[src/design/grid_cfg.svh]
`ifndef GRID_CFG_SVH
`define GRID_CFG_SVH

// grid shape in squares and pixels
`define GRID_COLS       8       // sequencer steps
`define GRID_ROWS       4       // instruments
`define SQUARE_SIDE     4       // pixels along one edge
`define GRID_SQUARES    32      // cols times rows
`define SQUARE_PIXELS   16      // side squared

// placement on the 160x120 plot area
`define ORIGIN_X        10      // left edge of square 0
`define ORIGIN_Y        20      // top edge of square 0
`define PITCH_X         20      // corner to corner, across
`define PITCH_Y         20      // corner to corner, down

// field widths
`define X_BITS          8
`define Y_BITS          7
`define COLOUR_BITS     3       // one bit per channel
`define COL_BITS        3       // log2 of GRID_COLS
`define ROW_BITS        2       // log2 of GRID_ROWS
`define SQUARE_BITS     5       // log2 of GRID_SQUARES
`define PIXEL_BITS      4       // log2 of SQUARE_PIXELS
`define STEP_BITS       4       // step number from the sequencer

`endif

[src/design/grid_pkg.sv]
`include "grid_cfg.svh"

package grid_pkg;

	// pixel coordinates on the plot area
	typedef logic [`X_BITS-1:0] coord_x_t;
	typedef logic [`Y_BITS-1:0] coord_y_t;

	// red, green, blue from msb down
	typedef logic [`COLOUR_BITS-1:0] colour_t;

	typedef logic [`SQUARE_BITS-1:0] square_idx_t;    // square number, column major
	typedef logic [`PIXEL_BITS-1:0] pixel_idx_t;      // pixel within a square, row major

	// current step, 1 to 8 names a column, anything else names none
	typedef logic [`STEP_BITS-1:0] step_t;

	typedef logic [`GRID_COLS-1:0] pattern_t;         // bit n set means on at step n+1

	// on/off patterns for instruments 1 to 4
	typedef struct packed {
		pattern_t ins1;       // row 0
		pattern_t ins2;       // row 1
		pattern_t ins3;       // row 2
		pattern_t ins4;       // row 3
	} track_set_t;

	// scan position handed to the colour stage
	typedef struct packed {
		square_idx_t square;
		coord_x_t    x;
		coord_y_t    y;
	} scan_pos_t;

	// one plotted pixel
	typedef struct packed {
		coord_x_t x;
		coord_y_t y;
		colour_t  colour;
	} pixel_t;

	localparam colour_t COLOUR_PLAYING = 3'b100;  // on and current
	localparam colour_t COLOUR_ACTIVE  = 3'b010;  // on, not current
	localparam colour_t COLOUR_CURSOR  = 3'b001;  // current, not on
	localparam colour_t COLOUR_IDLE    = 3'b111;  // neither

endpackage

[src/design/square_scan.sv]
`timescale 1ns/1ns
`include "grid_cfg.svh"

module square_scan (
	input  logic                clk,
	input  logic                reset,
	input  logic                play,
	output grid_pkg::scan_pos_t pos
);

	grid_pkg::pixel_idx_t  pixel_cnt;      // pixel within the current square
	grid_pkg::square_idx_t square_cnt;     // square within the grid
	logic                  last_pixel;
	logic                  last_square;

	logic [`COL_BITS-1:0]  col;            // sequencer step of this square
	logic [`ROW_BITS-1:0]  row;            // instrument of this square
	grid_pkg::coord_x_t    corner_x;
	grid_pkg::coord_y_t    corner_y;
	grid_pkg::coord_x_t    offset_x;
	grid_pkg::coord_y_t    offset_y;

	assign last_pixel  = (pixel_cnt == grid_pkg::pixel_idx_t'(`SQUARE_PIXELS - 1));
	assign last_square = (square_cnt == grid_pkg::square_idx_t'(`GRID_SQUARES - 1));

	// pixel counter, one step per play cycle
	always_ff @(posedge clk) begin
		if (!reset) begin
			pixel_cnt <= '0;
		end else if (play) begin
			if (last_pixel)
				pixel_cnt <= '0;
			else
				pixel_cnt <= pixel_cnt + grid_pkg::pixel_idx_t'(1);
		end
	end

	// square counter moves on once the last pixel has gone out
	always_ff @(posedge clk) begin
		if (!reset) begin
			square_cnt <= '0;
		end else if (play && last_pixel) begin
			if (last_square)
				square_cnt <= '0;                      // back to the top left
			else
				square_cnt <= square_cnt + grid_pkg::square_idx_t'(1);
		end
	end

	// squares run down a column first, then across
	assign col = `COL_BITS'(square_cnt / `GRID_ROWS);
	assign row = `ROW_BITS'(square_cnt % `GRID_ROWS);

	// corner of the square from origin and pitch
	assign corner_x = grid_pkg::coord_x_t'(`ORIGIN_X + `PITCH_X * col);
	assign corner_y = grid_pkg::coord_y_t'(`ORIGIN_Y + `PITCH_Y * row);

	// low bits of the pixel index step across, high bits step down
	assign offset_x = grid_pkg::coord_x_t'(pixel_cnt % `SQUARE_SIDE);
	assign offset_y = grid_pkg::coord_y_t'(pixel_cnt / `SQUARE_SIDE);

	always_comb begin
		pos.square = square_cnt;
		pos.x      = corner_x + offset_x;
		pos.y      = corner_y + offset_y;
	end

endmodule

[src/design/square_colour.sv]
`timescale 1ns/1ns
`include "grid_cfg.svh"

module square_colour (
	input  logic                 clk,
	input  logic                 reset,
	input  logic                 play,
	input  grid_pkg::scan_pos_t  pos,
	input  grid_pkg::track_set_t tracks,
	input  grid_pkg::step_t      timing,
	output logic                 plot,
	output grid_pkg::pixel_t     pixel
);

	logic [`COL_BITS-1:0] col;
	logic [`ROW_BITS-1:0] row;
	grid_pkg::pattern_t   pattern;        // pattern of the instrument on this row
	logic                 active;         // instrument on at this step
	logic                 current;        // this step is playing now
	grid_pkg::colour_t    colour;

	// same split as the scan, column major numbering
	assign col = `COL_BITS'(pos.square / `GRID_ROWS);
	assign row = `ROW_BITS'(pos.square % `GRID_ROWS);

	always_comb begin
		unique case (row)
			2'd0: pattern = tracks.ins1;
			2'd1: pattern = tracks.ins2;
			2'd2: pattern = tracks.ins3;
			2'd3: pattern = tracks.ins4;
		endcase
	end

	assign active = pattern[col];

	// steps count from 1, so 0 and 9 and up never match
	assign current = (timing == grid_pkg::step_t'(col + 1));

	always_comb begin
		unique case ({active, current})
			2'b11:   colour = grid_pkg::COLOUR_PLAYING;
			2'b10:   colour = grid_pkg::COLOUR_ACTIVE;
			2'b01:   colour = grid_pkg::COLOUR_CURSOR;
			default: colour = grid_pkg::COLOUR_IDLE;
		endcase
	end

	// one cycle from a play edge to the plot strobe
	always_ff @(posedge clk) begin
		if (!reset) begin
			plot  <= 1'b0;
			pixel <= '0;
		end else begin
			plot <= play;
			if (play) begin
				pixel.x      <= pos.x;
				pixel.y      <= pos.y;
				pixel.colour <= colour;
			end
		end
	end

endmodule

[src/design/step_grid_painter.sv]
`timescale 1ns/1ns

module step_grid_painter (
	input  logic                 clk,
	input  logic                 reset,
	input  logic                 play,
	input  grid_pkg::step_t      timing,
	input  grid_pkg::track_set_t tracks,
	output logic                 plot,
	output grid_pkg::pixel_t     pixel
);

	grid_pkg::scan_pos_t pos;      // square and pixel address being drawn

	// walks squares and pixels while play is high
	square_scan scan_i (
		.clk   (clk),
		.reset (reset),
		.play  (play),
		.pos   (pos)
	);

	// colour lookup and output register
	square_colour colour_i (
		.clk    (clk),
		.reset  (reset),
		.play   (play),
		.pos    (pos),
		.tracks (tracks),
		.timing (timing),
		.plot   (plot),
		.pixel  (pixel)
	);

endmodule

[config.mk]
export PLATFORM = sky130hd
export DESIGN_NAME = step_grid_painter
export DESIGN_NICKNAME = d
export VERILOG_FILES = /design/src/design/grid_pkg.sv /design/src/design/square_scan.sv /design/src/design/square_colour.sv /design/src/design/step_grid_painter.sv
export VERILOG_INCLUDE_DIRS = /design/src /design/src/design
export SDC_FILE = /design/constraint.sdc
export NUM_CORES = 1
export LEC_CHECK = 0
export ABC_AREA = 0
export BUFFER_PORTS_ARGS = -buffer_cell sky130_fd_sc_hd__buf_4
export CAP_MARGIN = 5
export CORE_UTILIZATION = 25
export DETAILED_ROUTE_END_ITERATION = 10
export HOLD_SLACK_MARGIN = 0.15
export PLACE_DENSITY = 0.46
export SYNTH_ARGS = -nofsm -noshare
export SYNTH_HDL_FRONTEND = slang
export SYNTH_SLANG_ARGS = --single-unit
[constraint.sdc]
create_clock -name clk -period 2.31 [get_ports clk]
set_input_delay 0.693 -clock clk [delete_from_list [all_inputs] [get_ports clk]]
set_output_delay 0.693 -clock clk [all_outputs]
set_load 0.02 [all_outputs]
After elaboration in Yosys (flattened, before gate mapping)

Index checks and enable logic that the tools add are counted.

Flip-flop bits (word level): 28
Input port bits: 39
Output and inout bits: 19
Word-level logic and storage cells: 33

Add/sub/neg operators: 7
Multiply operators: 2
$lt $le $gt $ge: 1
Equal/unequal tests: 9
Mux-type cells: 6
Reduce and logical (&&, ||, !) cells: 2

Operators by type and width:

| kind                  | number |
|---|---|
| $pmux W8 S4           | 1 |
| $pmux W3 S3           | 1 |
| $add A4 B8 Y8 const A | 1 |
| $add A8 B2 Y8         | 1 |
| $eq A2 B2 Y1 const B  | 4 |
| $add A5 B7 Y7 const A | 1 |
| $add A7 B2 Y7         | 1 |
| $mul A3 B3 Y6 const A | 1 |
| $add A5 B1 Y5 const B | 1 |
| $eq A5 B5 Y1 const B  | 1 |
| $mul A3 B2 Y5 const A | 1 |
| $mux W5               | 1 |
| $add A3 B1 Y4 const B | 1 |
| $add A4 B1 Y4 const B | 1 |
| $eq A2 B1 Y1 const B  | 2 |
| $eq A4 B4 Y1          | 1 |
| $eq A4 B4 Y1 const B  | 1 |
| $lt A3 B4 Y1 const B  | 1 |
| $mux W4               | 1 |
| $bmux W1 S3           | 1 |
| $logic_not A2 Y1      | 1 |
| $logic_and A1 B1 Y1   | 1 |
| $mux W1               | 1 |

Logic depth before layout (Yosys ltp)

Depth in word-level cells: 6
Mapped depth: 10
Mapped depth without buffers: 9

Cells and area by module

From an unflattened synthesis, not the netlist that was laid out.

Cells, all modules: 153
Area total of the unflattened synthesis: 1647.8 um^2

Modules (own cells, without submodules):

| module        | times used | cells an instance | area each (um^2) |
|---|---|---|---|
| square_colour | 1          | 88                | 1043.5 |
| square_scan   | 1          | 65                | 604.3 |

Worst setup path before layout

No wires, ideal clock.

Path type: flip-flop to flip-flop
Start point: register scan_i.square_cnt[0]
End point: register colour_i.pixel[2] (netlist name)
Setup time: 0.086 ns
Arrival: 2.163 ns
Required time: 2.224 ns
Path slack: 0.062 ns
Stages on the path, launching flop included: 9
Period minus slack after synthesis: 2.248 ns
Path through: dfxtp_1 > inv_1 > ha_1 > buf_6 > a221oi_1 > a21oi_1 > mux4_2 > ha_1 > a211oi_1

Word-level cells in the longest chain between the ends: 6
Elaborated cells between the ends (all ways): 11
Classes of those cells: eq/ne (6); mux (4); reduce/logical (1)

Ends and longest elaborated chain:

| element                                      | RTL line            | text |
|---|---|---|
| start, declared                              | square_scan.sv:12   | `grid_pkg::square_idx_t square_cnt;` |
| start signal, assigned                       | square_scan.sv:46   | `square_cnt <= square_cnt + grid_pkg::square_idx_t'(1);` |
| $eq A2 B2 Y1, or another cell as far along   | square_colour.sv:27 | `unique case (row)` |
| $pmux W8 S4 *                                | square_colour.sv:27 |  |
| $bmux W1 S3 *                                | square_colour.sv:35 | `assign active = pattern[col];` |
| $mux W1 (implied by the code) *              | square_colour.sv:35 |  |
| $eq A2 B1 Y1 or $eq A2 B2 Y1 (tied branches) | square_colour.sv:41 | `unique case ({active, current})` |
| $pmux W3 S3 *                                | square_colour.sv:41 |  |

Mark *: on every way between the ends. The rest lies on a longest branch, timed or not. The select of a mux whose other input is x is not followed.
A chain may end at the register's enable or synchronous reset.

Worst setup path in the final report

Start point: register scan_i.square_cnt[1]
End point: register colour_i.pixel[2] (netlist name)

Word-level cells in the longest chain between the ends: 6
Elaborated cells between the ends (all ways): 11
Classes of those cells: eq/ne (6); mux (4); reduce/logical (1)

Ends and longest elaborated chain:

| element                                      | RTL line |
|---|---|
| $eq A2 B2 Y1, or another cell as far along   | square_colour.sv:27 |
| $pmux W8 S4 *                                | square_colour.sv:27 |
| $bmux W1 S3 *                                | square_colour.sv:35 |
| $mux W1 (implied by the code) *              | square_colour.sv:35 |
| $eq A2 B1 Y1 or $eq A2 B2 Y1 (tied branches) | square_colour.sv:41 |
| $pmux W3 S3 *                                | square_colour.sv:41 |

Marked as above.

==> reports/summary.json <==
{
  "cts_max_level": {"value": 1},
  "netlist_instances": {"value": 180},
  "worstMarginPinSlew": {"value": 0.352, "unit": "ns"},
  "timing.reg2reg.worst_path_depth": {"value": 9},
  "n_antenna_cell": {"value": 0},
  "post_layout_nonfiller_instances": {"value": 320},
  "layout-area-overhead-vs-synth": {"value": 41.7, "unit": "%"},
  "antenna_violations_before_repair": {"value": 0},
  "timing.final.max_slew_violations": {"value": 0},
  "async_flop_share": {"value": 0, "unit": "%"},
  "syn-cell-area": {"value": 1630, "unit": "um^2"},
  "cts.sink_count": {"value": 27},
  "firstDrtPassIters": {"value": 4},
  "met2_wirelength": {"value": 1900, "unit": "um"},
  "cts.path.max_buffers": {"value": 2},
  "synthesis.nets": {"value": 234},
  "route.met3.wl": {"value": 167, "unit": "um"},
  "hpwl": {"value": 2900, "unit": "um"},
  "holdBufCountCts": {"value": 0},
  "final_util": {"value": 36.7, "unit": "%"},
  "worst_hold_path.num_cells": {"value": 2},
  "p_seq_share": {"value": 52.1, "unit": "%"},
  "total_leakage_power": {"value": 0.00108, "unit": "uW"},
  "grt_start_max_net_pins": {"value": 30},
  "synthDistinctLibCells": {"value": 37},
  "comb_power_share": {"value": 16.8, "unit": "%"},
  "place.gp.congestion": {"value": 0.679},
  "synth-main-ff-cell": {"value": "sky130_fd_sc_hd__dfxtp_1"},
  "wire_length_of_the_first_global_routing_pass": {"value": 6730, "unit": "um"},
  "number_of_flops_mapped_to_enable_cells_by_yosys": {"value": 0},
  "min_period": {"value": 2.23, "unit": "ns"},
  "final_antenna_net_count": {"value": 0},
  "regToRegStartpoint": {"value": "scan_i.square_cnt[1]"},
  "grt_remaining_overflow": {"value": 0},
  "numPortBuffers": {"value": 57},
  "detail_route.vias_per_cell": {"value": 4.70},
  "route.vias.total": {"value": 1503},
  "max_cap_violations": {"value": 0},
  "yosys_register_bits": {"value": 27},
  "fp.dieH": {"value": 82.8, "unit": "um"},
  "share_of_the_clock_period_used_by_the_worst_path": {"value": 96.6, "unit": "%"},
  "hold_path_end": {"value": "colour_i.pixel[3]"},
  "total_negative_slack": {"value": 0, "unit": "ns"},
  "remaining_routing_drc_violations": {"value": 0},
  "post_place_setup_slack": {"value": -0.0498, "unit": "ns"},
  "regToRegSetupSlack": {"value": 0.08, "unit": "ns"},
  "dpl-instance-area": {"value": 2180, "unit": "um^2"},
  "cts_made_buffers": {"value": 3},
  "clockRootBuffer": {"value": "sky130_fd_sc_hd__clkbuf_8"},
  "setup_viol_count_final": {"value": 0},
  "worstSetupPathType": {"value": "reg -> reg"},
  "final.setup_skew": {"value": 0.00405, "unit": "ns"},
  "drt-wirelength-per-cell": {"value": 12.5, "unit": "um"},
  "p_sw": {"value": 251, "unit": "uW"},
  "highest-signal-layer": {"value": "met4"},
  "place.detailed.instances": {"value": 314},
  "clkSlewWorstSetupHoldPaths": {"value": 0.11, "unit": "ns"},
  "detail_route.wirelength": {"value": 3990, "unit": "um"},
  "worst-endpoint-arrival": {"value": 2.43, "unit": "ns"},
  "final_hold_viol_count": {"value": 0},
  "floorplan.die_area": {"value": 6860, "unit": "um^2"},
  "hold_path.class": {"value": "reg -> reg"},
  "via_count_of_the_first_global_routing_pass": {"value": 1485},
  "finish.instance_area": {"value": 2320, "unit": "um^2"},
  "start_util": {"value": 25.9, "unit": "%"},
  "power.switching_fraction": {"value": 26.5, "unit": "%"},
  "cts_tree": {"value": "done"},
  "drt_iter0_drc": {"value": 47},
  "global_route.usage.total": {"value": 11.7, "unit": "%"},
  "power_density": {"value": 409, "unit": "nW/um^2"},
  "fin_ws": {"value": 0.0792, "unit": "ns"},
  "share_of_cells_above_drive_strength_1": {"value": 37.4, "unit": "%"},
  "start_kind": {"value": "flip-flop"},
  "min-delay-start": {"value": "colour_i.pixel[3]"},
  "fmaxAchievable": {"value": 448, "unit": "MHz"},
  "critical_path.endpoint_type": {"value": "flip-flop"},
  "ir_drop": {"value": 0.321, "unit": "mV"},
  "sequential_cell_area_fraction_in_the_yosys_report": {"value": 33.1, "unit": "%"},
  "synthesis.yosys.warnings": {"value": 0},
  "met1Wirelength": {"value": 1910, "unit": "um"},
  "end_of_the_worst_register_to_register_path": {"value": "colour_i.pixel[2]"},
  "io_pins": {"value": 58},
  "outcome": {"value": "completed"},
  "worstPathRequired": {"value": 2.51, "unit": "ns"},
  "syn_avg_cell_area": {"value": 9.08, "unit": "um^2"},
  "die_x": {"value": 82.8, "unit": "um"},
  "placement_rows": {"value": 29},
  "placeableCoreArea": {"value": 6310, "unit": "um^2"},
  "share_clk_of_total_power": {"value": 31.1, "unit": "%"},
  "clock_insertion_delay_worst_skew": {"value": 0.28, "unit": "ns"},
  "fin_nets": {"value": 298},
  "slew_headroom": {"value": 76.6, "unit": "%"},
  "power_report.internal_total": {"value": 696, "unit": "uW"},
  "crit_fanout": {"value": 12}
}
## area by class of cell
class	count	area, um^2
fillers	679	4000
multi-input cells	127	1020
flip-flops and latches	27	548
repair buffers	71	546
well taps	77	96.3
inverters	14	55.1
clock buffers	3	41.3
clock inverters	1	8.76
## critical path: stages, from the launching register on
cell and delay, ns:
sky130_fd_sc_hd__dfxtp_4 0.39, sky130_fd_sc_hd__inv_2 0.10, sky130_fd_sc_hd__ha_4 0.14, sky130_fd_sc_hd__buf_12 0.13, sky130_fd_sc_hd__a21oi_1 0.06, sky130_fd_sc_hd__a221oi_1 0.26
sky130_fd_sc_hd__a21oi_1 0.07, sky130_fd_sc_hd__mux4_2 0.49, sky130_fd_sc_hd__ha_1 0.30, sky130_fd_sc_hd__a211oi_1 0.21
## cells by family (layout without fill, tap and decap cells)
logic type                 after synthesis  in the layout  share of synthesized area (%)
buffers and inverters                   26             89                           7.89
and+or+nand+nor                         39             39                           11.6
xor gates and xnor gates                 8              8                           4.29
muxes                                   17             17                           11.2
AOI/OAI and AO/OA                       48             48                           20.5
DFF                                     27             27                           33.1
adders and majority gates               15             15                           11.5
## state kept, by name, summed over array words and instances, names as in the netlist
register,cells
colour_i.plot,1
scan_i.pixel_cnt,4
scan_i.square_cnt,5
colour_i.pixel,17
## metrics by stage
stage | power [uW] | hold WS (ns)
after detailed placement | 667 | 0.470
after global placement | 666 | 0.468
final | 947 | 0.482
after global routing | 1000 | 0.512
after CTS | 969 | 0.488
after floorplan | 578 | 0.495
## cells in the mapped netlist, drive strengths merged (2+ instances only)
master | number | area [um^2]
dfxtp | 27 | 541
nor2 | 22 | 82.6
a21oi | 19 | 103
mux2i | 16 | 160
ha | 15 | 188
inv | 14 | 52.6
buf | 10 | 68.8
o21ai | 7 | 35.0
a211oi | 5 | 42.5
a221oi | 4 | 47.6
a222oi | 4 | 40.0
a22oi | 4 | 30.0
nand2 | 4 | 15.0
xnor2 | 4 | 35.0
xor2 | 4 | 35.0
or3 | 3 | 18.8
a31oi | 2 | 12.5
and2 | 2 | 12.5
clkbuf | 2 | 7.51
## how the worst max path moves through the flow
stage | from | slack (ns) | depth (start not counted) | endpoint
3_5_place_dp | scan_i.square_cnt[1] | -0.05 | 8 | colour_i.pixel[2]
4_1_cts | scan_i.square_cnt[1] | 0.0002 | 8 | colour_i.pixel[2]
5_1_grt | scan_i.square_cnt[1] | -0.005 | 9 | colour_i.pixel[2]
3_3_place_gp | scan_i.square_cnt[1] | -0.02 | 8 | colour_i.pixel[2]
2_1_floorplan | scan_i.square_cnt[0] | 0.06 | 8 | colour_i.pixel[2]
6_report | scan_i.square_cnt[1] | 0.08 | 9 | colour_i.pixel[2]
## layer usage
layer  up-vias  GRT usage [%]
met5         -              0
met4         0           1.88
met3         2           3.18
met2        28           20.4
met1       701           14.5
li1        772              -
## power by group through the flow
stage	Sequential (uW)	Clock, uW	Combinational (uW)
5_1_grt	497	332	174
4_1_cts	496	312	161
3_5_place_dp	506	0	160
3_3_place_gp	506	0	160
6_report	493	294	159
2_1_floorplan	522	0	56.6
## placed cells by master, fill, tap and decap left out, types with 7 or more instances in the layout
cell type	n
sky130_fd_sc_hd__buf_4	70
sky130_fd_sc_hd__dfxtp_1	25
sky130_fd_sc_hd__nor2_1	22
sky130_fd_sc_hd__a21oi_1	17
sky130_fd_sc_hd__mux2i_1	16
sky130_fd_sc_hd__inv_1	12
sky130_fd_sc_hd__ha_1	11
sky130_fd_sc_hd__o21ai_0	7
## what timing repair did
action,CTS,global route
resized for setup,4,12
setup buffers,0,2
setup endpoints to repair,2,2
pin swaps,0,1
Note: power is estimated with default switching activity, not from simulation.
